<file path="config.mk">
export PLATFORM = sky130hd
export DESIGN_NAME = lane_select
export DESIGN_NICKNAME = d
export VERILOG_FILES = /design/src/hdl/mult_ft_pkg.sv /design/src/hdl/lane_select.sv
export VERILOG_INCLUDE_DIRS = /design/src /design/src/hdl
export SDC_FILE = /design/constraint.sdc
export NUM_CORES = 1
export LEC_CHECK = 0
export BUFFER_PORTS_ARGS = -buffer_cell sky130_fd_sc_hd__buf_2
export CAP_MARGIN = 20
export CORE_AREA = 4 4 173 175
export DETAILED_ROUTE_END_ITERATION = 12
export DIE_AREA = 0 0 177 179
export GPL_ROUTABILITY_DRIVEN = 0
export PLACE_DENSITY = 0.36
export SETUP_SLACK_MARGIN = 0.02
export SLEW_MARGIN = 5
export SYNTH_ARGS = -nofsm -noshare
export SYNTH_HDL_FRONTEND = slang
export SYNTH_SLANG_ARGS = --single-unit
</file>
<file path="constraint.sdc">
create_clock -name vclk -period 2.1
set_clock_uncertainty 0.15 [all_clocks]
set_input_delay 0.21 -clock vclk [all_inputs]
set_output_delay 0.21 -clock vclk [all_outputs]
set_load 0.05 [all_outputs]
</file>
<file path="src/hdl/mult_ft_settings.svh">
////////////////////////////////////////////////////////////
// fault-tolerant multiplier settings
// widths, lane and replica counts, register offsets and the
// error count at which a replica is taken as permanently faulty
////////////////////////////////////////////////////////////

`ifndef MULT_FT_SETTINGS_SVH
`define MULT_FT_SETTINGS_SVH

`define MULT_FT_WIDTH          32
`define MULT_FT_LANES          4
`define MULT_FT_REPLICAS       3
`define MULT_FT_ADDR_WIDTH     8
`define MULT_FT_CNT_WIDTH      16
`define MULT_FT_PERM_THRESHOLD 4

// APB register offsets
`define MULT_FT_REG_CONFIG     8'h00
`define MULT_FT_REG_CNT0       8'h04
`define MULT_FT_REG_CNT1       8'h08
`define MULT_FT_REG_CNT2       8'h0C
`define MULT_FT_REG_STATUS     8'h10

`endif

</file>
<file path="src/hdl/mult_ft_pkg.sv">
////////////////////////////////////////////////////////////
// fault-tolerant multiplier package
// operand, address and counter types, operation and
// voter mode encodings
////////////////////////////////////////////////////////////

package mult_ft_pkg;

`include "mult_ft_settings.svh"

	// datapath and bus types
	typedef logic [`MULT_FT_WIDTH-1:0]      word_t;
	typedef logic [`MULT_FT_ADDR_WIDTH-1:0] apb_addr_t;
	typedef logic [`MULT_FT_CNT_WIDTH-1:0]  err_count_t;
	typedef logic [`MULT_FT_REPLICAS-1:0]   replica_mask_t;

	// operation shared by all lanes
	typedef enum logic [1:0] {
		MULT_OP_MUL   = 2'd0,
		MULT_OP_MULH  = 2'd1,
		MULT_OP_MULHU = 2'd2
	} mult_op_e;

	// voter operating mode, as held in CONFIG bits 4..3
	typedef enum logic [1:0] {
		VOTE_MAJORITY = 2'd0,
		VOTE_ONLY_TWO = 2'd1,
		VOTE_BYPASS   = 2'd2
	} vote_mode_e;

endpackage

</file>
<file path="src/hdl/lane_select.sv">
////////////////////////////////////////////////////////////
// lane selector
// feeds each replica from its own issue lane, or from the
// last lane when that replica is switched to the spare
////////////////////////////////////////////////////////////

`timescale 1ns/100ps

`include "mult_ft_settings.svh"

module lane_select (
	input  mult_ft_pkg::word_t [`MULT_FT_LANES-1:0]    op_a_i,
	input  mult_ft_pkg::word_t [`MULT_FT_LANES-1:0]    op_b_i,
	input  mult_ft_pkg::replica_mask_t                 spare_sel_i,
	output mult_ft_pkg::word_t [`MULT_FT_REPLICAS-1:0] rep_a_o,
	output mult_ft_pkg::word_t [`MULT_FT_REPLICAS-1:0] rep_b_o
);

	// the spare is always the highest lane
	localparam int SPARE_LANE = `MULT_FT_LANES - 1;

	always_comb begin
		for (int r = 0; r < `MULT_FT_REPLICAS; r++) begin
			if (spare_sel_i[r]) begin
				rep_a_o[r] = op_a_i[SPARE_LANE];
				rep_b_o[r] = op_b_i[SPARE_LANE];
			end else begin
				rep_a_o[r] = op_a_i[r];
				rep_b_o[r] = op_b_i[r];
			end
		end
	end

endmodule

</file>
==> out/metrics.csv, run 1 <==
metric,value,unit
post-synthesis mux area share,88.5,%
routed vias,3515,
number of distinct library cells after synthesis,3,
crit start category,input port,
Fill cells,3265,
sequential area share after synthesis,0,%
Max stage delay on crit path,0.38,ns
Setup CP Type,in2out,
Tot GR Track Use,8.29,%
Worst EP arrival,1.22,ns
die extent in x,177,um
grt ovf,0,
Die H,179,um
antenna violations before repair,2,
RSZ-0062 raised after global routing,false,
CP endpoint kind,output pin,
"Max FO, Critical Path",34,
main combinational cell family by area after synthesis,multiplexers,
Synth area leader,mux2_2,
Area Overhead vs Synth,105,%
DRT Pass-1 Iters,4,
synthesized area,2440,um2
"commonest cells after routing, fill and taps aside","451 x buf_2, 192 x mux2_2, 6 x buf_12",
max-cap viol count,0,
VDD IR max,137,uV
Starting Density,8.58,%
share of cells above drive strength 1,100,%
drt wl/cell,15.5,um
Routed Antenna Nets,0,
IO buf count,451,
Final min period,1.58,ns
Tcrit/Tclk final,75.1,%
fraction of the mapped netlist area in adder cells,0,%
simple-gate share of the synthesized area,0,%
slowest CP cell,mux2_2,
Final TNS setup,0,ns
first-pass GRT wire length,20900,um
CP Cell Sequence,"buf_2, buf_12, mux2_2, buf_2",
"most common cell after layout, fill and taps aside",buf_2,
Pleak,2.58,nW
"wirelength, routed",16000,um
final hold vios,0,
FMAX,634,MHz
Placed Area,5020,um2
# rows,62,
diodes inserted,0,
Setup-failing EPs final,0,
Nets,910,
Syn Inst Count,213,
Hold Slack,0.714,ns
Core ar.,28500,um2
Register Area,0,um2
HP Class,in2out,
Place WS,0.513,ns
Remaining DRCs,0,
Yosys Warn Count,0,
post-cts resize count,0,
xor/xnor share of the synthesized area,0,%
Synth Area in Compound Gates,0,%
Worst path most repeated cell,buf_2,
synth top area cells,"mux2_2 88%, clkbuf_8 10%, buf_6 1.4%",
die area,31700,um2
Final Cell Area,5020,um2
relative max-transition margin,80.2,%
WP buf/inv,3,
largest net degree at the start of global routing,35,
drt first-iter violations,98,
syn nets,472,
vias in the first global route,3579,
synthesized area per cell,11.5,um2
vias per cell,3.40,
setup slack after layout,0.524,ns
post-DP HPWL,14100,um
clock buf count,0,
WP data required,1.74,ns
post-CTS setup buffer count,0,
Crit path max-delay family,buffers and inverters,
measured slew at the worst slew-check pin,0.298,ns
Synth top area share,88.5,%
status,"finished, final reports clean",
Post-CTS Hold Buffers,0,
P per Cell Area,412,nW/um2
Ports,451,
Max Slew Vio Count,0,
final sequential cell count,0,
## metal layers
metal / vias up / GRT usage (%) / part of all wire [%]
li1: 1690 / - / -
met1: 1595 / 10.3 / 39
met2: 216 / 15.5 / 52
met3: 10 / 1.46 / 8.0
met4: 4 / 0.613 / 0.76
met5: - / 0 / 0.19
## synth_stat cells
cell type,n
mux2_2,192
buf_6,3
clkbuf_8,18
## path summary, 6_finish.rpt
| kind | start | to | slack [ns] | cells past startpoint |
|---|---|---|---|---|
| max | spare_sel_i[0] | rep_a_o[7] | 0.52 | 4 |
| min | op_a_i[62] | rep_a_o[62] | 0.71 | 3 |
## cell type report
type               count  area, um2  share of cell area (%)
multi-input cells    192       2160                    43.1
well taps            384        480                    9.57
repair buffers       457       2380                    47.4
## power breakdown
| group | internal, mW | total (mW) | switching, mW |
|---|---|---|---|
| clock network | 0 | 0 | 0 |
| registers | 0 | 0 | 0 |
| logic | 0.642 | 2.07 | 1.42 |
| total | 0.642 | 2.07 | 1.42 |
## metrics by stage
step	cells	power (mW)	util, %
2_1_floorplan	213	1.50	-
3_3_place_gp	1033	2.08	17.6
3_5_place_dp	1033	2.07	17.6
4_1_cts	1033	2.08	17.6
5_1_grt	1033	2.15	17.6
6_report	1033	2.07	17.6
## cells by family (layout without fill, tap and decap cells)
group,count (synthesis),after routing
multiplexers,192,192
buffers and inverters,21,457
No activity file was read; power rests on OpenSTA's default activity.
==> inputs of run 2 (changes only) <==
--- a/config.mk
+++ b/config.mk
@@ -8,9 +8,9 @@
 export LEC_CHECK = 0
 export BUFFER_PORTS_ARGS = -buffer_cell sky130_fd_sc_hd__buf_2
 export CAP_MARGIN = 20
-export CORE_AREA = 4 4 173 175
+export CORE_AREA = 4 4 174 176
 export DETAILED_ROUTE_END_ITERATION = 12
-export DIE_AREA = 0 0 177 179
+export DIE_AREA = 0 0 178 180
 export GPL_ROUTABILITY_DRIVEN = 0
 export PLACE_DENSITY = 0.36
 export SETUP_SLACK_MARGIN = 0.02
==> constraint.sdc (replaced) <==
create_clock -name vclk -period 1.5
set_clock_uncertainty 0.15 [all_clocks]
set_input_delay 0.15 -clock vclk [all_inputs]
set_output_delay 0.15 -clock vclk [all_outputs]
set_load 0.05 [all_outputs]
==> out/metrics.csv, run 2 (synthesis gave the netlist of run 1 again) <==
metric,value,unit,change
Switching Share,68.7,%,-0.27 points
first-pass GRT wire length,22400,um,+7.4%
clock buf count,0,,unchanged
post-cts resize count,0,,unchanged
Cells after DPL,1038,,+0.48%
Pint,0.913,mW,+42%
Post-CTS Hold Buffers,0,,unchanged
vias per cell,3.37,,-1.1%
Die H,180,um,+0.56%
Hold Slack,0.592,ns,-0.121 ns
Core ar.,28600,um2,+0.55%
largest net degree at the start of global routing,30,,-14%
fin cells,1038,,+0.48%
die extent in x,178,um,+0.56%
Starting Density,8.54,%,-0.047 points
Remaining DRCs,0,,unchanged
post-DP HPWL,14500,um,+2.7%
"Max FO, Critical Path",29,,-15%
routed vias,3493,,-0.63%
die area,32000,um2,+1.1%
IO buf count,451,,unchanged
VDD IR max,171,uV,+25%
diodes inserted,0,,unchanged
Worst EP arrival,1.12,ns,-0.10 ns
Register Area,0,um2,unchanged
Area Overhead vs Synth,108,%,
drt wl/cell,15.6,um,+1.0%
sequential power share,0,%,unchanged
Final TNS setup,0,ns,unchanged
vias in the first global route,3724,,+4.1%
"wirelength, routed",16200,um,+1.5%
share of cells above drive strength 1,100,%,unchanged
FMAX,705,MHz,
WP data required,1.20,ns,-0.54 ns
status,"finished, final reports clean",,
grt ovf,0,,unchanged
final sequential cell count,0,,unchanged
measured slew at the worst slew-check pin,0.299,ns,+0.000660 ns
post-CTS setup buffer count,0,,unchanged
RSZ-0062 raised after global routing,false,,
Setup-failing EPs final,0,,unchanged
combinational share of power,100.0,%,about the same
Tot GR Track Use,8.86,%,+0.57 points
antenna violations before repair,1,,-1
Clk pwr share,0,%,unchanged
Worst Hold Path Cells,3,,unchanged
final hold vios,0,,unchanged
Pleak,2.61,nW,+1.2%
Routed Antenna Nets,0,,unchanged
# rows,62,,unchanged
crit start category,input port,,
drt first-iter violations,29,,-70%
DRT Pass-1 Iters,4,,unchanged
P per Cell Area,574,nW/um2,+39%
Tcrit/Tclk final,94.5,%,
Nets,915,,+0.55%
Setup CP Type,in2out,,
max-cap viol count,0,,unchanged
Ports,451,,unchanged
Max Slew Vio Count,0,,unchanged
HP Class,in2out,,
NetSw,2.00,mW,+41%
"commonest cells after routing, fill and taps aside","448 x buf_2, 192 x mux2_2, 7 x buf_4, 7 x buf_12",,
Final min period,1.42,ns,
"most common cell after layout, fill and taps aside",buf_2,,
relative max-transition margin,80.2,%,about the same
CP endpoint kind,output pin,,
==> run 2: cell count changes in the layout (fill, tap and decap cells not counted), sizes merged <==
cell,change
buf,+5
==> run 2: power groups by stage <==
stage	Sequential [mW]	Clock (mW)	Combinational, mW
finish	0	0	2.91
global route	0	0	3.05
CTS	0	0	2.95
detailed placement	0	0	2.94
global placement	0	0	2.95
floorplan	0	0	2.10
==> run 2: layout make-up <==
class	instances	area, um2
tap	384	480
timing repair buffer	462	2430
fill	3268	23500
multi-input combinational	192	2160
==> run 2: critical path: stages <==
cell and delay, ns:
buf_4 0.14, buf_12 0.21, mux2_2 0.36, buf_2 0.21
==> run 2: worst paths after layout <==
| kind | end | start | slack (ns) |
|---|---|---|---|
| setup / recovery | rep_b_o[33] | spare_sel_i[1] | 0.08 |
| hold / removal | rep_a_o[53] | op_a_i[53] | 0.59 |
==> run 2: through the flow <==
stage | power (mW) | util, % | worst slack, ns | cell area (um2)
finish | 2.91 | 17.7 | 0.0821 | 5080
global route | 3.05 | 17.7 | 0.0323 | 5080
CTS | 2.95 | 17.7 | 0.0739 | 5080
detailed placement | 2.94 | 17.7 | 0.0741 | 5080
global placement | 2.95 | 17.7 | 0.0804 | 5080
floorplan | 2.10 | - | 0.311 | 2440
==> run 2: routing by layer <==
| metal | share of wire, % | track usage (%) | vias up |
|---|---|---|---|
| li1 | - | - | 1696 |
| met1 | 39 | 10.5 | 1577 |
| met2 | 53 | 17.6 | 218 |
| met3 | 8.4 | 1.01 | 2 |
| met4 | 0.23 | 0.248 | 0 |
| met5 | 0 | 0 | - |
