$ cat config.mk
export PLATFORM = sky130hd
export DESIGN_NAME = mult_core
export DESIGN_NICKNAME = d
export VERILOG_FILES = /design/src/hdl/mult_ft_pkg.sv /design/src/hdl/mult_core.sv
export VERILOG_INCLUDE_DIRS = /design/src /design/src/hdl
export SDC_FILE = /design/constraint.sdc
export NUM_CORES = 2
export LEC_CHECK = 0
export BUFFER_PORTS_ARGS = -buffer_cell sky130_fd_sc_hd__buf_2
export CAP_MARGIN = 20
export CORE_MARGIN = 4
export CORE_UTILIZATION = 51
export CTS_BUF_LIST = sky130_fd_sc_hd__clkbuf_4
export CTS_CLUSTER_DIAMETER = 60
export DETAILED_ROUTE_END_ITERATION = 8
export GPL_ROUTABILITY_DRIVEN = 0
export PLACE_DENSITY = 0.67
export SKIP_LAST_GASP = 1
export SLEW_MARGIN = 20
export SYNTH_ARGS = -nofsm -noshare
export SYNTH_HDL_FRONTEND = slang
export SYNTH_SLANG_ARGS = --single-unit
$ cat constraint.sdc
create_clock -name clk -period 11.5 [get_ports clk]
set_input_delay 0.575 -clock clk [delete_from_list [all_inputs] [get_ports clk]]
set_output_delay 0.575 -clock clk [all_outputs]
set_load 0.02 [all_outputs]
$ cat src/hdl/mult_ft_settings.svh
////////////////////////////////////////////////////////////
// fault-tolerant multiplier settings
// widths, lane and replica counts, register offsets and the
// error count at which a replica is taken as permanently faulty
////////////////////////////////////////////////////////////

`ifndef MULT_FT_SETTINGS_SVH
`define MULT_FT_SETTINGS_SVH

`define MULT_FT_WIDTH          32
`define MULT_FT_LANES          4
`define MULT_FT_REPLICAS       3
`define MULT_FT_ADDR_WIDTH     8
`define MULT_FT_CNT_WIDTH      16
`define MULT_FT_PERM_THRESHOLD 4

// APB register offsets
`define MULT_FT_REG_CONFIG     8'h00
`define MULT_FT_REG_CNT0       8'h04
`define MULT_FT_REG_CNT1       8'h08
`define MULT_FT_REG_CNT2       8'h0C
`define MULT_FT_REG_STATUS     8'h10

`endif

$ cat src/hdl/mult_ft_pkg.sv
////////////////////////////////////////////////////////////
// fault-tolerant multiplier package
// operand, address and counter types, operation and
// voter mode encodings
////////////////////////////////////////////////////////////

package mult_ft_pkg;

`include "mult_ft_settings.svh"

	// datapath and bus types
	typedef logic [`MULT_FT_WIDTH-1:0]      word_t;
	typedef logic [`MULT_FT_ADDR_WIDTH-1:0] apb_addr_t;
	typedef logic [`MULT_FT_CNT_WIDTH-1:0]  err_count_t;
	typedef logic [`MULT_FT_REPLICAS-1:0]   replica_mask_t;

	// operation shared by all lanes
	typedef enum logic [1:0] {
		MULT_OP_MUL   = 2'd0,
		MULT_OP_MULH  = 2'd1,
		MULT_OP_MULHU = 2'd2
	} mult_op_e;

	// voter operating mode, as held in CONFIG bits 4..3
	typedef enum logic [1:0] {
		VOTE_MAJORITY = 2'd0,
		VOTE_ONLY_TWO = 2'd1,
		VOTE_BYPASS   = 2'd2
	} vote_mode_e;

endpackage

$ cat src/hdl/mult_core.sv
////////////////////////////////////////////////////////////
// multiplier replica
// two-stage pipelined 32x32 multiply, stalled by ex_ready_i,
// returning the low word or the signed/unsigned high word
////////////////////////////////////////////////////////////

`timescale 1ns/100ps

`include "mult_ft_settings.svh"

module mult_core (
	input  logic                  clk,
	input  logic                  reset_i,
	input  logic                  valid_i,
	input  logic                  ex_ready_i,
	input  mult_ft_pkg::mult_op_e op_i,
	input  mult_ft_pkg::word_t    op_a_i,
	input  mult_ft_pkg::word_t    op_b_i,
	output mult_ft_pkg::word_t    result_o,
	output logic                  result_valid_o
);

	localparam int W = `MULT_FT_WIDTH;

	logic                  sign_ext;
	logic signed [W:0]     a_q;
	logic signed [W:0]     b_q;
	mult_ft_pkg::mult_op_e op1_q;
	mult_ft_pkg::mult_op_e op2_q;
	logic                  valid1_q;
	logic                  valid2_q;
	logic signed [2*W-1:0] prod_full;
	logic [2*W-1:0]        prod_q;

	// only mulh sign-extends the operands
	// the low word does not depend on the signedness
	assign sign_ext = (op_i == mult_ft_pkg::MULT_OP_MULH);

	assign prod_full = a_q * b_q;

	// both stages hold while the consumer stalls
	always_ff @(posedge clk) begin
		if (ex_ready_i) begin
			a_q    <= {sign_ext & op_a_i[W-1], op_a_i};
			b_q    <= {sign_ext & op_b_i[W-1], op_b_i};
			op1_q  <= op_i;
			prod_q <= prod_full;
			op2_q  <= op1_q;
		end
	end

	always_ff @(posedge clk) begin
		if (reset_i) begin
			valid1_q <= 1'b0;
			valid2_q <= 1'b0;
		end else if (ex_ready_i) begin
			valid1_q <= valid_i;
			valid2_q <= valid1_q;
		end
	end

	// word select on the registered product
	// mul takes the low word
	always_comb begin
		case (op2_q)
			mult_ft_pkg::MULT_OP_MULH,
			mult_ft_pkg::MULT_OP_MULHU: result_o = prod_q[2*W-1:W];
			default:                    result_o = prod_q[W-1:0];
		endcase
	end

	assign result_valid_o = valid2_q;

endmodule

==> flow_metrics.py <==
metrics = {
    "global_routing": {
        "grt_pass1_wl_um": 175000,
        "initial_antenna_violation_count": 2,
        "largest_net_degree_at_the_start_of_global_routing": 51,
        "global_route.usage.total": 0.252,
        "grt.met1_usage": 0.327,
        "grt_overflow": 0,
        "grt_pass1_vias": 32200,
        "globalRoute.busiestLayer": "met2",
        "grt_util_met3": 0.0357,
        "use_met2": 0.441,
    },
    "synthesis": {
        "synth_nets": 5748,
        "fraction_of_the_mapped_netlist_area_in_simple_logic_gates": 0.145,
        "synth.yosys.seq_area_share": 0.0947,
        "netlist_top_cells_count": "1,125 x sky130_fd_sc_hd__fa_1, 1,102 x sky130_fd_sc_hd__inv_1, 553 x sky130_fd_sc_hd__nand2_1, 547 x sky130_fd_sc_hd__and2_1, 212 x sky130_fd_sc_hd__ha_1",
        "muxShareOfSynthArea": 0.00886,
        "leading_register_cell_type_out_of_synthesis": "sky130_fd_sc_hd__edfxtp_1",
        "yosys.cell_count.top_type": "sky130_fd_sc_hd__fa_1",
        "synth.area.top_cells": "sky130_fd_sc_hd__fa_1 52%, sky130_fd_sc_hd__inv_1 9.6%, sky130_fd_sc_hd__edfxtp_1 9.4%, sky130_fd_sc_hd__and2_1 8.0%, sky130_fd_sc_hd__ha_1 6.2%",
        "synth_top_family_by_area": "adder cells",
        "postSynthAreaPerCell_um2": 9.89,
        "synth-async-reset-ratio": 0,
        "synth.ff_latch_count": 136,
        "synth_area_leader_cell": "sky130_fd_sc_hd__fa_1",
        "synth_enable_flop_cells": 134,
        "synthesis.area_um2": 42900,
        "synth-adder-area-share": 0.586,
        "synth_top_cell_area_share": 0.525,
        "synth-compound-area-share": 0.0331,
        "post_synth_xor_area_fraction": 0.0161,
        "synth.yosys.warnings": 0,
        "netlist_instances": 4341,
        "netlist-cell-type-count": 68,
    },
    "timing": {
        "tns_ns": 0,
        "max_freq_mhz": 116,
        "setup_repair_after_global_routing_missed_its_margin": "false",
        "timing.final.max_slew_violations": 0,
        "finClkSkew_ns": 0.0410,
        "timing.final.crit_period_ns": 8.63,
        "setup-violations-final": 0,
        "fin_worst_hold_slack_ns": 0.220,
        "worstMarginPinSlew_ns": 1.01,
        "final.period_utilization": 0.751,
        "finalHoldViolations": 0,
        "maxSlewHeadroom": 0.323,
    },
    "setup_path": {
        "critPathArrivalTime_ns": 9.17,
        "cp-end-kind": "flip-flop",
        "cp_max_fo": 33,
        "cp_data_required_time_ns": 12.04,
        "critPathKind": "flip-flop to flip-flop",
        "start_kind": "flip-flop",
    },
    "floorplanning": {
        "ios": 103,
        "initial_utilization": 0.514,
        "core_area_um2": 83600,
        "dieArea_um2": 88900,
        "row_count": 106,
        "fp.dieW_um": 298,
        "die_h_um": 298,
    },
    "route": {
        "detailedRoute.firstIterationViolations": 1509,
        "ant_nets": 0,
        "totalWireLength_um": 105000,
        "pre_repair_dr_iteration_count": 5,
        "vias_post_dr": 28800,
        "via_per_inst": 5.26,
        "detail_route.wl_per_cell_um": 19.3,
        "drc_errors": 0,
    },
    "cells_and_area": {
        "layout-area-overhead-vs-synth_pct": 5.92,
        "final_cell_count_no_fill": 5476,
        "layout-drive-gt1-share": 0.0592,
        "nNetsFinal": 5789,
    },
    "job": {
        "drv_cap": 0,
    },
    "placed_design": {
        "place_inst": 5375,
        "place.detailed.hpwl_um": 84800,
        "buffers_on_ports": 102,
    },
    "clocking": {
        "worst_skew_pair.late_latency_ns": 0.80,
        "post_cts_buffers": 0,
        "clock_path_buffers": 2,
        "clock-sinks": 136,
        "clk_pin_slew_worst_paths_ns": 0.18,
        "ctsHtreeMaxLevel": 4,
        "cts_made_buffers": 17,
        "clockRootBuffer": "sky130_fd_sc_hd__clkbuf_4",
        "cts_tree": "done",
    },
    "hold_path": {
        "min_path_type": "input port to flip-flop",
    },
    "run_status": {
        "outcome": "complete, no violations",
    },
}
placed cells by master, fill, tap and decap left out, types with 8 or more instances in the layout:
| cell type | n |
|---|---|
| sky130_fd_sc_hd__fa_1 | 1125 |
| sky130_fd_sc_hd__inv_1 | 1102 |
| sky130_fd_sc_hd__nand2_1 | 553 |
| sky130_fd_sc_hd__and2_1 | 547 |
| sky130_fd_sc_hd__ha_1 | 212 |
| sky130_fd_sc_hd__edfxtp_1 | 134 |
| sky130_fd_sc_hd__buf_2 | 101 |
| sky130_fd_sc_hd__a21oi_1 | 68 |
| sky130_fd_sc_hd__dlygate4sd3_1 | 68 |
| sky130_fd_sc_hd__buf_4 | 68 |
| sky130_fd_sc_hd__xnor2_1 | 57 |
| sky130_fd_sc_hd__mux2_2 | 32 |
| sky130_fd_sc_hd__o21ai_0 | 31 |
| sky130_fd_sc_hd__a21o_1 | 30 |
| sky130_fd_sc_hd__nor2_1 | 27 |
| sky130_fd_sc_hd__nor2b_1 | 25 |
| sky130_fd_sc_hd__xor2_1 | 21 |
| sky130_fd_sc_hd__nand3_1 | 18 |
| sky130_fd_sc_hd__clkbuf_4 | 17 |
| sky130_fd_sc_hd__o21bai_1 | 16 |
| sky130_fd_sc_hd__nand2b_1 | 13 |
| sky130_fd_sc_hd__nor3_1 | 11 |
| sky130_fd_sc_hd__a31oi_1 | 9 |
| sky130_fd_sc_hd__nand4_1 | 8 |
| sky130_fd_sc_hd__o21ai_1 | 8 |
final timing paths:
kind | depth (start not counted) | to | from | slack (ns)
hold / removal | 1 | b_q[16] | ex_ready_i | 0.22
setup reg to reg | 20 | prod_q[57] | b_q[2] | 2.87
setup / recovery | 20 | prod_q[57] | b_q[2] | 2.87
hold reg to reg | 0 | op2_q[0] | op1_q[0] | 0.44
state kept, by name, summed over array words and instances (netlist names):
register	count
valid1_q	1
prod_q	64
b_q	33
op2_q	2
result_valid_o	1
op1_q	2
a_q	33
kinds of logic after synthesis:
group | after synthesis
fa+ha+maj | 1337
flops | 136
mux | 34
xor+xnor | 79
simple gates | 1227
buf+inv | 1318
compound gates | 210
area by class of cell:
cell class,count,area [um2]
fillers,7434,38100
diodes,1,2.50
flip-flops and latches,136,4060
clock inverters,15,160
clock buffers,17,128
multi-input cells,2887,33900
repair buffers,238,1710
inverters,1102,4140
well taps,1080,1350
layer usage:
| metal | share of wire | vias up |
|---|---|---|
| met4 | 0.030 | 0 |
| met5 | 0 | - |
| met1 | 0.41 | 15200 |
| met3 | 0.052 | 202 |
| li1 | - | 12600 |
| met2 | 0.51 | 877 |
stage by stage:
stage               utilization  area (um2)  setup WS [ns]
finish                    0.544       45500           2.87
global route              0.544       45500           2.40
CTS                       0.544       45500           2.84
detailed placement        0.532       44500           2.90
global placement          0.532       44500           3.00
floorplan                     -       42900           3.70
critical path, cell delays in order, from the launching register on:
cell and delay, ns:
sky130_fd_sc_hd__edfxtp_1 0.99, sky130_fd_sc_hd__and2_1 0.25, sky130_fd_sc_hd__fa_1 0.50, sky130_fd_sc_hd__fa_1 0.57
sky130_fd_sc_hd__fa_1 0.87, sky130_fd_sc_hd__inv_1 0.22, sky130_fd_sc_hd__fa_1 0.95, sky130_fd_sc_hd__inv_1 0.31
sky130_fd_sc_hd__fa_1 0.53, sky130_fd_sc_hd__fa_1 0.51, sky130_fd_sc_hd__fa_1 0.49, sky130_fd_sc_hd__inv_1 0.05
sky130_fd_sc_hd__fa_1 0.47, sky130_fd_sc_hd__inv_1 0.04, sky130_fd_sc_hd__ha_1 0.40, sky130_fd_sc_hd__nand3_1 0.19
sky130_fd_sc_hd__or3b_2 0.48, sky130_fd_sc_hd__a21oi_2 0.15, sky130_fd_sc_hd__or2_1 0.15, sky130_fd_sc_hd__a31oi_1 0.10
sky130_fd_sc_hd__xnor2_1 0.13
repair_timing:
item,in CTS,in global routing
hold buffers,68,0
hold endpoints to repair,68,0
resized for setup,0,0
Power is left out: the tool's default activity adds up to more than one toggle a clock period on the data nets, which glitch-free logic cannot reach.
