<file path="src/hdl/mult_ft_settings.svh">
////////////////////////////////////////////////////////////
// fault-tolerant multiplier settings
// widths, lane and replica counts, register offsets and the
// error count at which a replica is taken as permanently faulty
////////////////////////////////////////////////////////////

`ifndef MULT_FT_SETTINGS_SVH
`define MULT_FT_SETTINGS_SVH

`define MULT_FT_WIDTH          32
`define MULT_FT_LANES          4
`define MULT_FT_REPLICAS       3
`define MULT_FT_ADDR_WIDTH     8
`define MULT_FT_CNT_WIDTH      16
`define MULT_FT_PERM_THRESHOLD 4

// APB register offsets
`define MULT_FT_REG_CONFIG     8'h00
`define MULT_FT_REG_CNT0       8'h04
`define MULT_FT_REG_CNT1       8'h08
`define MULT_FT_REG_CNT2       8'h0C
`define MULT_FT_REG_STATUS     8'h10

`endif

</file>
<file path="src/hdl/mult_ft_pkg.sv">
////////////////////////////////////////////////////////////
// fault-tolerant multiplier package
// operand, address and counter types, operation and
// voter mode encodings
////////////////////////////////////////////////////////////

package mult_ft_pkg;

`include "mult_ft_settings.svh"

	// datapath and bus types
	typedef logic [`MULT_FT_WIDTH-1:0]      word_t;
	typedef logic [`MULT_FT_ADDR_WIDTH-1:0] apb_addr_t;
	typedef logic [`MULT_FT_CNT_WIDTH-1:0]  err_count_t;
	typedef logic [`MULT_FT_REPLICAS-1:0]   replica_mask_t;

	// operation shared by all lanes
	typedef enum logic [1:0] {
		MULT_OP_MUL   = 2'd0,
		MULT_OP_MULH  = 2'd1,
		MULT_OP_MULHU = 2'd2
	} mult_op_e;

	// voter operating mode, as held in CONFIG bits 4..3
	typedef enum logic [1:0] {
		VOTE_MAJORITY = 2'd0,
		VOTE_ONLY_TWO = 2'd1,
		VOTE_BYPASS   = 2'd2
	} vote_mode_e;

endpackage

</file>
<file path="src/hdl/tmr_voter.sv">
////////////////////////////////////////////////////////////
// replica voter
// majority vote over three replicas, pair compare with one
// replica excluded, or straight bypass of a single replica
////////////////////////////////////////////////////////////

`timescale 1ns/100ps

`include "mult_ft_settings.svh"

module tmr_voter (
	input  mult_ft_pkg::word_t [`MULT_FT_REPLICAS-1:0] rep_result_i,
	input  mult_ft_pkg::replica_mask_t                 rep_valid_i,
	input  mult_ft_pkg::vote_mode_e                    mode_i,
	input  logic [1:0]                                 pick_i,
	output mult_ft_pkg::word_t                         result_o,
	output logic                                       result_valid_o,
	output mult_ft_pkg::replica_mask_t                 flagged_o,
	output logic                                       err_detected_o,
	output logic                                       err_corrected_o
);

	localparam int W = `MULT_FT_WIDTH;

	// valid bit travels with the data so both see the same vote
	logic [`MULT_FT_REPLICAS-1:0][W:0] tup;
	logic [W:0]                        voted;
	logic [1:0]                        pick_idx;
	logic [1:0]                        first_idx;
	logic [1:0]                        second_idx;
	mult_ft_pkg::replica_mask_t        flags;
	logic                              detected;
	logic                              corrected;

	always_comb begin
		for (int r = 0; r < `MULT_FT_REPLICAS; r++) begin
			tup[r] = {rep_valid_i[r], rep_result_i[r]};
		end
	end

	// pick 3 falls back to replica 0
	assign pick_idx = (pick_i == 2'd3) ? 2'd0 : pick_i;

	// remaining pair for only-two mode, lower index first
	assign first_idx  = (pick_idx == 2'd0) ? 2'd1 : 2'd0;
	assign second_idx = (pick_idx == 2'd2) ? 2'd1 : 2'd2;

	always_comb begin
		voted     = tup[0];
		flags     = '0;
		detected  = 1'b0;
		corrected = 1'b0;
		case (mode_i)
			mult_ft_pkg::VOTE_BYPASS: begin
				voted = tup[pick_idx];
			end
			mult_ft_pkg::VOTE_ONLY_TWO: begin
				voted = tup[first_idx];
				if (tup[first_idx] != tup[second_idx]) begin
					detected          = 1'b1;
					flags[first_idx]  = 1'b1;
					flags[second_idx] = 1'b1;
				end
			end
			default: begin
				// majority, any single outlier is corrected
				if (tup[0] == tup[1] && tup[0] == tup[2]) begin
					voted = tup[0];
				end else if (tup[0] == tup[1]) begin
					{detected, corrected, flags[2]} = 3'b111;
				end else if (tup[0] == tup[2]) begin
					{detected, corrected, flags[1]} = 3'b111;
				end else if (tup[1] == tup[2]) begin
					voted = tup[1];
					{detected, corrected, flags[0]} = 3'b111;
				end else begin
					detected = 1'b1;
				end
			end
		endcase
	end

	assign result_o        = voted[W-1:0];
	assign result_valid_o  = voted[W];
	assign flagged_o       = flags & {`MULT_FT_REPLICAS{voted[W]}};
	assign err_detected_o  = detected & voted[W];
	assign err_corrected_o = corrected & voted[W];

endmodule

</file>
<file path="config.mk">
export PLATFORM = sky130hd
export DESIGN_NAME = tmr_voter
export DESIGN_NICKNAME = d
export VERILOG_FILES = /design/src/hdl/mult_ft_pkg.sv /design/src/hdl/tmr_voter.sv
export VERILOG_INCLUDE_DIRS = /design/src /design/src/hdl
export SDC_FILE = /design/constraint.sdc
export NUM_CORES = 1
export LEC_CHECK = 0
export BUFFER_PORTS_ARGS = -buffer_cell sky130_fd_sc_hd__buf_4
export CELL_PAD_IN_SITES_DETAIL_PLACEMENT = 0
export CELL_PAD_IN_SITES_GLOBAL_PLACEMENT = 1
export CORE_MARGIN = 2
export CORE_UTILIZATION = 31
export DETAILED_ROUTE_END_ITERATION = 8
export PLACE_DENSITY = 0.82
export SYNTH_ARGS = -nofsm -noshare
export SYNTH_HDL_FRONTEND = slang
export SYNTH_SLANG_ARGS = --single-unit
</file>
<file path="constraint.sdc">
create_clock -name vclk -period 5
set_input_delay 1 -clock vclk [all_inputs]
set_output_delay 1 -clock vclk [all_outputs]
set_load 0.005 [all_outputs]
</file>
==> out/metrics.cfg, run 1 <==
[synthesis]
yosysSeqAreaShare=0
synth.area.mux_share=0.181
synth-simple-area-share=0.131
ys_top_cells_by_area=mux2i_1 (12%), xor2_1 (10%), xnor2_1 (8.4%), o21ai_0 (7.7%), a221oi_1 (7.3%)
yosysUniqueCellTypes=43
synth_area_um2=4690
synth_warnings=0
netlist.area_leader.share=0.124
syn-num-nets=828
yosysMostFrequentCell=clkbuf_1
synth_top_family_by_area=compound AO/OA/AOI/OAI gates
synth_common_cells=clkbuf_1 (82), o21ai_0 (72), nand2_1 (66)
synth_xor_area_frac=0.187
synth_compound_area_frac=0.359
post-synth-top-area-cell=mux2i_1
synth-adder-area-share=0.0133
synth_cells=720
avgSynthCellArea_um2=6.52

[cells_and_area]
fin_cells=959
num_antenna_cells=0
nClkBuffers=0
drive_gt1_frac=0.259
area_delta_synth_final_pct=22.4
numSequentialCells=0
final-seq-area_um2=0
fin_util=0.392
nNetsFinal=885

[pwr]
leakage_nw=2.47
pwr_density_cell_nw_per_um2=116
irDropWorstVdd_v=0.0000438

[grt]
grt_first_pass_wirelength_mm=28.7
first_global_vias=5174
grt_use_total=0.214
antenna_found_initial=0
grt_max_degree=44
gr-total-overflow=0

[hold_path]
hold_path_class=in -> out
whs_path_depth=4
whs_endpoint=result_o[10]
holdCritStartpoint=rep_result_i[42]

[detailed_routing]
drc=0
vias=5630
routedWlPerCell_um=18.9
ant_nets=0
vias_per_cell=5.87
first_pass_iters=5
initialDrtViolationCount=609
wl_mm=18.2

[clock_tree]
postCtsSetupRepairBufs=0
cts_resized=0
cts_hold_buf=0

[placed_design]
port_buffers=141
dp.cells=959
gp_congestion=0.999
dp_slack_ns=0.231
hpwlAfterDp_mm=14.3

[setup_path]
crit_path_start_kind=input pin
crit_path_max_fanout=12
worstPathArrival_ns=3.79
worstSetupEndpointType=output port
cp.required_ns=4.00
criticalPathCategory=in -> out

[sta]
hold_viol=0
min_period_ns=4.79
setup_viol=0
final_max_slew_viol_count=0
tightest_slew_ns=0.623
rsz0062_at_grt=false
post-route-period-util=0.958
max_freq_ghz=0.209
slew_headroom=0.584
tns_ns=0
setup_slack_ns=0.211
worst_hold_slack_ns=2.44

[die]
fp.dieW_um=127
ios=141
start_util=0.320
rows=44
die_height_um=127
die_area_um2=16100
fp.coreArea_um2=14600

[run_status]
run_status=finished, final reports clean

[flow_run]
cap_violations=0

[report_power, final]
part           switching [mW]  internal, mW  total [mW]
sequential                  0             0           0
combinational           0.360         0.305       0.665
clock                       0             0           0
[area by class of cell]
cell class         count  area, µm²
fillers             1586       8900
multi-input cells    577       4100
repair buffers       168       1300
well taps            184        230
inverters             30        113
[worst max path at each step]
stage | start | endpoint | slack, ns | cells past startpoint
2_1_floorplan | rep_result_i[3] | result_o[10] | 0.74 | 11
3_3_place_gp | rep_result_i[28] | result_o[0] | 0.26 | 10
3_5_place_dp | rep_result_i[28] | result_o[3] | 0.23 | 10
4_1_cts | rep_result_i[28] | result_o[18] | 0.22 | 10
5_1_grt | rep_result_i[28] | result_o[18] | 0.07 | 10
6_report | rep_result_i[28] | result_o[18] | 0.21 | 10
[critical path, cell delays in order]
cell and delay, ns:
buf_4 0.14, xor2_1 0.19, or4_1 0.53, or4_4 0.54, nor3_4 0.24, or4_2 0.40
buf_4 0.30, mux2i_1 0.21, a21oi_1 0.08, buf_4 0.16
[stage by stage]
step / cell area [µm²] / total power, mW
floorplan: 4690 / 0.400
global placement: 5740 / 0.659
detailed placement: 5740 / 0.659
CTS: 5740 / 0.661
global route: 5740 / 0.728
finish: 5740 / 0.665
[routing by layer]
layer,wire [µm],share of wire,track usage,vias up
met5,0,0,0,-
met3,1110,0.061,0.0113,18
met1,8220,0.45,0.311,2664
met4,345,0.019,0.0356,0
li1,-,-,-,2739
met2,8480,0.47,0.355,209
[layout by cell type, fill, tap and decap left out, types with 2 or more instances in the layout]
cell type,instances
a21oi_1,60
a221o_1,10
a221oi_1,39
a22o_1,2
a22oi_1,27
buf_12,3
buf_4,165
ha_1,2
ha_2,3
inv_1,29
mux2_2,24
mux2i_1,58
nand2_1,66
nand3_1,5
nand4_1,13
nor2_1,17
nor3_1,2
nor4_1,16
o211ai_1,4
o21a_1,5
o21ai_0,72
o221ai_1,7
o22ai_1,24
o2bb2ai_1,7
xnor2_1,45
xor2_1,55
[kinds of logic after synthesis]
logic type	after synthesis
AOI/OAI and AO/OA	260
muxes	82
xor gates and xnor gates	100
and+or+nand+nor	130
adders and majority gates	5
buffers and inverters	143
(Power assumes the default switching activity.)
==> run 2, diff against run 1 <==
--- a/config.mk
+++ b/config.mk
@@ -14,4 +14,5 @@
 export DETAILED_ROUTE_END_ITERATION = 8
 export PLACE_DENSITY = 0.82
+export SLEW_MARGIN = 10
 export SYNTH_ARGS = -nofsm -noshare
 export SYNTH_HDL_FRONTEND = slang
==> constraint.sdc (replaced) <==
create_clock -name vclk -period 5
set_input_delay 0.25 -clock vclk [all_inputs]
set_output_delay 0.25 -clock vclk [all_outputs]
set_load 0.005 [all_outputs]
==> run 2 against run 1 <==
  * Final cell count shrank 1.8%
  * First-iteration DRC count shrank 21%
  * Global-route usage shrank 0.59 points
  * Critical endpoint is now flagged_o[1]
  * Setup slack gained 0.98 ns
  * Clock-buffer cell count is the same
  * Largest power group unchanged
  * Die area is the same
==> out/metrics.cfg, run 2 (synthesis results as in run 1) <==
[cells_and_area]
num_antenna_cells=0
nNetsFinal=868
n_fill_cell=1633
numSequentialCells=0
area_delta_synth_final_pct=18.9
nClkBuffers=0
fin_util=0.381
final-seq-area_um2=0
drive_gt1_frac=0.243
final_common_cell=buf_4
final_cell_mix=buf_4 (151), o21ai_0 (72), nand2_1 (66)

[grt]
first_global_vias=5117
gr-total-overflow=0
grt_max_degree=49
antenna_found_initial=0
grt_use_total=0.208
grt_first_pass_wirelength_mm=28.0

[setup_path]
crit_chain=buf_4, inv_1, ha_2, buf_4, nor2_1, a21oi_1, a22o_1, nor4_1, nand4_1, o211ai_1, a21oi_1, buf_4
crit_buf_inv=4
worstPathArrival_ns=3.56
crit_family=simple AND/OR/NAND/NOR gates
cp.required_ns=4.75
cpMostUsedCell=buf_4
criticalPathCategory=in -> out
cpPeakStageDelay_ns=0.82
crit_path_max_fanout=48
cp_slowest_cell=nor2_1
crit_path_start_kind=input pin
worstSetupEndpointType=output port

[placed_design]
port_buffers=141
hpwlAfterDp_mm=13.8
gp_congestion=0.902

[hold_path]
hold_path_class=in -> out

[detailed_routing]
vias_per_cell=5.87
wl_mm=18.1
initialDrtViolationCount=479
ant_nets=0
drc=0
routedWlPerCell_um=19.2
vias=5528
first_pass_iters=5

[pwr]
leakage_nw=2.37
pwr_density_cell_nw_per_um2=115
irDropWorstVdd_v=0.0000544

[clock_tree]
cts_resized=0
postCtsSetupRepairBufs=0
cts_hold_buf=0

[die]
start_util=0.320
rows=44
die_area_um2=16100
ios=141
die_height_um=127
fp.coreArea_um2=14600
fp.dieW_um=127

[sta]
final_max_slew_viol_count=0
min_period_ns=3.81
max_freq_ghz=0.262
rsz0062_at_grt=false
slew_headroom=0.305
tightest_slew_ns=1.04
setup_viol=0
post-route-period-util=0.762
tns_ns=0
hold_viol=0

[flow_run]
cap_violations=0

[run_status]
run_status=finished, final reports clean

## run 2: cell types whose count changed in the layout (fill, tap and decap cells not counted)
cell	change
buf_12	-3
buf_4	-14
## run 2: report_power, final
group / total [mW] / switching, mW / internal (mW)
sequential: 0 / 0 / 0
clock: 0 / 0 / 0
combinational: 0.644 / 0.355 / 0.289
total: 0.644 / 0.355 / 0.289
## run 2: metrics by stage
stage	power [mW]	std cells	area (µm²)	setup WS (ns)	hold slack (ns)
floorplan	0.400	720	4690	2.24	0.723
global placement	0.634	942	5580	1.33	0.945
detailed placement	0.636	942	5580	1.29	0.946
CTS	0.638	942	5580	1.30	0.947
global route	0.701	942	5580	1.08	0.981
finish	0.644	942	5580	1.19	0.944
## run 2: path summary, 6_finish.rpt
kind                    startpoint            to  slack [ns]  cells after the start
setup / recovery         pick_i[0]  flagged_o[1]        1.19                     12
hold / removal    rep_result_i[25]  result_o[25]        0.94                      4
## run 2: layout make-up
type,instances,area (µm²),area share
multi-input cells,577,4100,0.735
repair buffers,151,1130,0.203
well taps,184,230,0.0413
inverters,30,113,0.0202
## run 2: layer usage
layer / vias up / share of wire / global-route usage
met2: 206 / 0.47 / 0.349
met1: 2596 / 0.45 / 0.292
met3: 18 / 0.065 / 0.0251
li1: 2708 / - / -
met4: 0 / 0.016 / 0.0304
met5: - / 0 / 0
## run 2: tightest hold or removal path: stages
cell and delay (ns):
buf_4 0.13, a21oi_1 0.07, a21oi_1 0.13, buf_4 0.12
