[config.mk]
export PLATFORM = sky130hd
export DESIGN_NAME = ft_csr
export DESIGN_NICKNAME = d
export VERILOG_FILES = /design/src/hdl/mult_ft_pkg.sv /design/src/hdl/ft_csr.sv
export VERILOG_INCLUDE_DIRS = /design/src /design/src/hdl
export SDC_FILE = /design/constraint.sdc
export NUM_CORES = 1
export LEC_CHECK = 0
export ABC_AREA = 1
export BUFFER_PORTS_ARGS = -buffer_cell sky130_fd_sc_hd__buf_2
export CAP_MARGIN = 20
export CORE_AREA = 5 5 105 107
export CTS_CLUSTER_DIAMETER = 40
export CTS_CLUSTER_SIZE = 28
export DETAILED_ROUTE_END_ITERATION = 8
export DIE_AREA = 0 0 110 112
export PLACE_DENSITY = 0.58
export SETUP_SLACK_MARGIN = 0.02
export SKIP_LAST_GASP = 1
export SYNTH_ARGS = -nofsm -noshare
export SYNTH_HDL_FRONTEND = slang
export SYNTH_SLANG_ARGS = --single-unit
export TNS_END_PERCENT = 20
[constraint.sdc]
create_clock -name clk -period 2.2 [get_ports clk]
set_clock_uncertainty 0.15 [all_clocks]
set_input_delay 0.44 -clock clk [delete_from_list [all_inputs] [get_ports clk]]
set_output_delay 0.44 -clock clk [all_outputs]
set_load 0.1 [all_outputs]
[src/hdl/mult_ft_settings.svh]
////////////////////////////////////////////////////////////
// fault-tolerant multiplier settings
// widths, lane and replica counts, register offsets and the
// error count at which a replica is taken as permanently faulty
////////////////////////////////////////////////////////////

`ifndef MULT_FT_SETTINGS_SVH
`define MULT_FT_SETTINGS_SVH

`define MULT_FT_WIDTH          32
`define MULT_FT_LANES          4
`define MULT_FT_REPLICAS       3
`define MULT_FT_ADDR_WIDTH     8
`define MULT_FT_CNT_WIDTH      16
`define MULT_FT_PERM_THRESHOLD 4

// APB register offsets
`define MULT_FT_REG_CONFIG     8'h00
`define MULT_FT_REG_CNT0       8'h04
`define MULT_FT_REG_CNT1       8'h08
`define MULT_FT_REG_CNT2       8'h0C
`define MULT_FT_REG_STATUS     8'h10

`endif

[src/hdl/mult_ft_pkg.sv]
////////////////////////////////////////////////////////////
// fault-tolerant multiplier package
// operand, address and counter types, operation and
// voter mode encodings
////////////////////////////////////////////////////////////

package mult_ft_pkg;

`include "mult_ft_settings.svh"

	// datapath and bus types
	typedef logic [`MULT_FT_WIDTH-1:0]      word_t;
	typedef logic [`MULT_FT_ADDR_WIDTH-1:0] apb_addr_t;
	typedef logic [`MULT_FT_CNT_WIDTH-1:0]  err_count_t;
	typedef logic [`MULT_FT_REPLICAS-1:0]   replica_mask_t;

	// operation shared by all lanes
	typedef enum logic [1:0] {
		MULT_OP_MUL   = 2'd0,
		MULT_OP_MULH  = 2'd1,
		MULT_OP_MULHU = 2'd2
	} mult_op_e;

	// voter operating mode, as held in CONFIG bits 4..3
	typedef enum logic [1:0] {
		VOTE_MAJORITY = 2'd0,
		VOTE_ONLY_TWO = 2'd1,
		VOTE_BYPASS   = 2'd2
	} vote_mode_e;

endpackage

[src/hdl/ft_csr.sv]
////////////////////////////////////////////////////////////
// fault-tolerance control and status registers
// APB slave with the configuration register, one saturating
// error counter per replica and sticky permanent-fault flags
////////////////////////////////////////////////////////////

`timescale 1ns/100ps

`include "mult_ft_settings.svh"

module ft_csr (
	input  logic                       clk,
	input  logic                       reset_i,
	input  logic                       psel_i,
	input  logic                       penable_i,
	input  logic                       pwrite_i,
	input  mult_ft_pkg::apb_addr_t     paddr_i,
	input  mult_ft_pkg::word_t         pwdata_i,
	output mult_ft_pkg::word_t         prdata_o,
	output logic                       pready_o,
	output logic                       pslverr_o,
	input  mult_ft_pkg::replica_mask_t flagged_i,
	input  logic                       count_en_i,
	output mult_ft_pkg::replica_mask_t spare_sel_o,
	output mult_ft_pkg::vote_mode_e    mode_o,
	output logic [1:0]                 pick_o,
	output mult_ft_pkg::replica_mask_t perm_faulty_o
);

	mult_ft_pkg::replica_mask_t                          spare_sel_q;
	mult_ft_pkg::vote_mode_e                             mode_q;
	logic [1:0]                                          pick_q;
	mult_ft_pkg::err_count_t [`MULT_FT_REPLICAS-1:0]     cnt_q;
	mult_ft_pkg::replica_mask_t                          perm_q;
	mult_ft_pkg::word_t                                  rdata;
	mult_ft_pkg::replica_mask_t                          cnt_hit;
	logic                                                config_hit;
	logic                                                status_hit;
	logic                                                mapped;
	logic                                                access;
	logic                                                wr_ok;

	////////////////////////////////////////////////////////////
	// address decode and read data
	////////////////////////////////////////////////////////////

	always_comb begin
		rdata      = '0;
		cnt_hit    = '0;
		config_hit = 1'b0;
		status_hit = 1'b0;
		mapped     = 1'b1;
		case (paddr_i)
			`MULT_FT_REG_CONFIG: begin
				config_hit = 1'b1;
				rdata[6:0] = {pick_q, mode_q, spare_sel_q};
			end
			`MULT_FT_REG_CNT0: begin
				cnt_hit[0]                     = 1'b1;
				rdata[`MULT_FT_CNT_WIDTH-1:0] = cnt_q[0];
			end
			`MULT_FT_REG_CNT1: begin
				cnt_hit[1]                     = 1'b1;
				rdata[`MULT_FT_CNT_WIDTH-1:0] = cnt_q[1];
			end
			`MULT_FT_REG_CNT2: begin
				cnt_hit[2]                     = 1'b1;
				rdata[`MULT_FT_CNT_WIDTH-1:0] = cnt_q[2];
			end
			`MULT_FT_REG_STATUS: begin
				status_hit                   = 1'b1;
				rdata[`MULT_FT_REPLICAS-1:0] = perm_q;
			end
			default: mapped = 1'b0;
		endcase
	end

	// no wait states, every access ends in its access phase
	assign access    = psel_i & penable_i;
	assign pready_o  = access;
	assign pslverr_o = access & (~mapped | (pwrite_i & status_hit));
	assign wr_ok     = access & pwrite_i & mapped & ~status_hit;
	assign prdata_o  = rdata;

	////////////////////////////////////////////////////////////
	// configuration
	////////////////////////////////////////////////////////////

	always_ff @(posedge clk) begin
		if (reset_i) begin
			spare_sel_q <= '0;
			mode_q      <= mult_ft_pkg::VOTE_MAJORITY;
			pick_q      <= 2'd0;
		end else if (wr_ok && config_hit) begin
			spare_sel_q <= pwdata_i[2:0];
			mode_q      <= mult_ft_pkg::vote_mode_e'(pwdata_i[4:3]);
			pick_q      <= pwdata_i[6:5];
		end
	end

	// error counters, a clearing write wins over an increment
	always_ff @(posedge clk) begin
		if (reset_i) begin
			cnt_q  <= '0;
			perm_q <= '0;
		end else begin
			for (int r = 0; r < `MULT_FT_REPLICAS; r++) begin
				if (wr_ok && cnt_hit[r]) begin
					cnt_q[r]  <= '0;
					perm_q[r] <= 1'b0;
				end else if (count_en_i && flagged_i[r]) begin
					if (cnt_q[r] != '1)
						cnt_q[r] <= cnt_q[r] + 1'b1;
					// sticky once the count reaches the threshold
					if (cnt_q[r] >= `MULT_FT_PERM_THRESHOLD - 1)
						perm_q[r] <= 1'b1;
				end
			end
		end
	end

	assign spare_sel_o   = spare_sel_q;
	assign mode_o        = mode_q;
	assign pick_o        = pick_q;
	assign perm_faulty_o = perm_q;

endmodule

==> metrics.md <==
| Metric | Value |
|---|---|
| Routed wire length per instance | 13.6 um |
| Worst path depth | 9 |
| Number of synthesized flops with an enable pin | 0 |
| Total number of clock tree sinks | 58 |
| Highest clock frequency the design can meet | 439 MHz |
| Post-route fraction of the period consumed by the critical path | 1.04 |
| Clock period minus worst slack | 2280 ps |
| Average vias per placed instance | 4.87 |
| Clock input transition at the sequential cells of the worst setup and hold paths | 70 ps |
| Max Root-Sink Buffers | 2 |
| Floorplan die height | 112 um |
| Final wirelength | 12,000 um |
| Largest net degree at the start of global routing | 15 |
| Net Switching | 0.681 mW |
| Most frequent cell after synthesis | sky130_fd_sc_hd__nand2_1 |
| Buffering stage count on the worst path with inverters included | 4 |
| Top_reg_cell synth | sky130_fd_sc_hd__dfxtp_1 |
| Sw frac | 0.302 |
| Vias in the first global route | 4,051 |
| Summed area of non-filler cells in the final layout | 0.00526 mm^2 |
| Pwr Density | 429 mW/mm^2 |
| Relative slew slack | 0.624 |
| IO Count | 93 |
| Critical path cell sequence | buf_2 -> inv_1 -> nand3_4 -> nor2_4 -> buf_4 -> nor3_1 -> nand3_1 -> nor2_4 -> buf_12 |
| Path type of the worst min-delay path | in -> reg |
| Post-synthesis cell type with the largest combined area | sky130_fd_sc_hd__dfxtp_1 |
| Cell depth of the worst flop-to-flop path | 9 |
| Aggregate global routing overflow | 0 |
| Deepest level of the CTS H-tree | 3 |
| RSZ-0062 raised after global routing | yes |
| Endpoint kind of the worst setup timing path | output pin |
| CP dominant cell by count | sky130_fd_sc_hd__nor2_4 |
| Worst-margin pin slew | 563 ps |
| Die span in x | 110 um |
| Count of state elements after synthesis | 58 |
| DRC marker count from the first detailed-route iteration | 212 |
| Violations in the final reports | setup timing |
| Cell row count | 37 |
| Post-layout util | 0.524 |
| Stage delay of the slowest cell on the critical path | 250 ps |
| Area post-placement | 0.00505 mm^2 |
| Sequential cell area | 0.00116 mm^2 |
| Hold Vio Cnt, Final | 0 |
| Maximum VDD drop | 0.000186 V |
| Final-stage net count | 791 |
| Post-detailed-route DRC marker count | 0 |
| Mean area per synthesized cell | 5.93 um^2 |
| Cell area after synthesis | 0.00392 mm^2 |
| HPWL after DPL | 9600 um |
| CTS Root Buffer Type | sky130_fd_sc_hd__clkbuf_8 |
| Cell types occupying the most area after synthesis | sky130_fd_sc_hd__dfxtp_1 (30%), sky130_fd_sc_hd__nand2_1 (22%), sky130_fd_sc_hd__nor2_1 (10%) |
| Synth top area share | 0.296 |
| Overall Power | 2.26 mW |
| Number of distinct library cells after synthesis | 25 |
| Design internal power | 1.57 mW |
| Required time at the worst-slack endpoint | 1610 ps |
| Part of the power in combinational logic | 0.131 |
| Maximum fanout count along the critical path | 5 |
| Cell class contributing the biggest share of worst-path delay | simple AND/OR/NAND/NOR gates |
| Post-Route Setup TNS | -369 ps |
| Result of the run | finished with violations |
| Sequential fraction of the synthesis area | 0.296 |
| Cell count after synthesis | 661 |
| Share of synthesized flip-flops with an asynchronous set or reset | 0 |
| Proportion of power drawn by flip-flops and latches | 0.470 |
| Total of warnings raised by yosys | 0 |
| Static power due to leakage | 2.09 nW |
| Share of final-layout standard cells stronger than drive strength 1 | 0.198 |
| Placement-stage worst setup slack | -58.9 ps |
| Count of port buffers added during placement | 51 |
| Initial antenna violation count | 0 |
| Area of combinational cells with multiple inputs | 0.00268 mm^2 |
| Die area | 0.0123 mm^2 |
| Number of inserted diodes | 0 |
| Critical path startpoint category | input pin |
| Share of power burned in the clock network | 0.399 |
| Number of max-slew violations in the final report | 0 |
| Number of cells on the worst hold path | 3 |
| Number of filler instances in the final layout | 1,040 |
| GP Congestion | 0.933 |
| Worst Setup Slack, final | -77.9 ps |
| Core area | 0.0100 mm^2 |
| Total via count after detailed routing | 4,282 |
| Number of CTS-inserted buffers | 9 |
| Synth-to-layout area growth | 34.2% |
| Critical path start-end classification | in -> out |
| Clock tree from TritonCTS | done |
| Total of endpoints with negative setup slack in the final report | 11 |
| Arrival time at the worst endpoint | 1690 ps |
| # Max-Cap Violations | 0 |
| Routed Antenna Nets | 0 |
| CTS hold repair buffers | 0 |
| First drt pass iteration count | 5 |
| Initial cell density of the core | 0.390 |
| Clk_lat worst skew | 350 ps |
| Wire length of the first global-routing pass | 19,900 um |
| Synth cell count leaders | sky130_fd_sc_hd__nand2_1 (227), sky130_fd_sc_hd__nor2_1 (104), sky130_fd_sc_hd__inv_1 (65), sky130_fd_sc_hd__dfxtp_1 (58), sky130_fd_sc_hd__a21oi_1 (47) |
| Critical path's slowest cell | sky130_fd_sc_hd__nor3_1 |
| All-Layer GR Usage | 0.205 |
==> worst min-delay path, cell delays in order <==
cell	delay [ps]
sky130_fd_sc_hd__buf_2	80
sky130_fd_sc_hd__nor2_1	30
sky130_fd_sc_hd__nor2_1	80
==> sequential cells by signal, summed over array words and instances, names as in the netlist <==
name / cells
cnt_q: 48
spare_sel_o: 3
pick_o: 2
perm_faulty_o: 3
mode_o: 2
==> path summary, 6_finish.rpt <==
path               start              to  slack, ps
min reg2reg    cnt_q[14]       cnt_q[14]        340
max           paddr_i[6]       pslverr_o        -80
max reg2reg    cnt_q[17]       cnt_q[22]        210
min          pwdata_i[2]  spare_sel_o[2]        160
==> cell usage in the layout (no fill, tap or decap), types with 16 or more instances in the layout <==
cell | synthesis | routed
sky130_fd_sc_hd__a21oi_1 | 47 | 47
sky130_fd_sc_hd__buf_12 | 0 | 20
sky130_fd_sc_hd__buf_2 | 12 | 32
sky130_fd_sc_hd__buf_4 | 18 | 32
sky130_fd_sc_hd__conb_1 | 1 | 16
sky130_fd_sc_hd__dfxtp_1 | 58 | 55
sky130_fd_sc_hd__inv_1 | 65 | 60
sky130_fd_sc_hd__nand2_1 | 227 | 225
sky130_fd_sc_hd__nand3_1 | 42 | 38
sky130_fd_sc_hd__nand4_1 | 19 | 19
sky130_fd_sc_hd__nor2_1 | 104 | 98
==> through the flow <==
step	hold slack, ps	cells
2_1_floorplan	315	676
3_3_place_gp	334	863
3_5_place_dp	340	863
4_1_cts	153	879
5_1_grt	172	879
6_report	162	879
==> what timing repair did <==
action / 4_1_cts / 5_1_grt
endpoints found under the setup margin: 19 / 18
resized for setup: 9 / 2
pin swaps: 2 / 3
buffers inserted: 1 / 0
==> final cells by class <==
type | count | area share
Clock buffer | 12 | 0.0295
Clock inverter | 3 | 0.00285
Inverter | 68 | 0.0492
Multi-Input combinational cell | 516 | 0.508
Sequential cell | 58 | 0.221
Tap cell | 136 | 0.0323
Timing Repair Buffer | 86 | 0.156
==> power by group through the flow <==
stage | registers, mW | clock network [mW] | logic [mW]
after global placement | 1.08 | 0 | 0.287
after CTS | 1.06 | 0.922 | 0.294
after detailed placement | 1.08 | 0 | 0.290
after global routing | 1.06 | 0.971 | 0.313
after floorplan | 1.09 | 0 | 0.236
final | 1.06 | 0.900 | 0.295
==> cells by family after synthesis <==
logic type | share of synthesized area
buf+inv | 0.121
simple gates | 0.425
flops | 0.296
compound gates | 0.109
other cells | 0.000957
xor+xnor | 0.0380
fa+ha+maj | 0.00958
==> layer usage <==
layer  track usage  vias to the layer above  routed length [um]
met5             0                        -                   0
met4        0.0773                        0                 256
met3        0.0243                       18                 577
met2         0.330                      102                5650
met1         0.277                     1930                5480
li1              -                     2232                   -
Note: power is estimated with default switching activity, not from simulation.
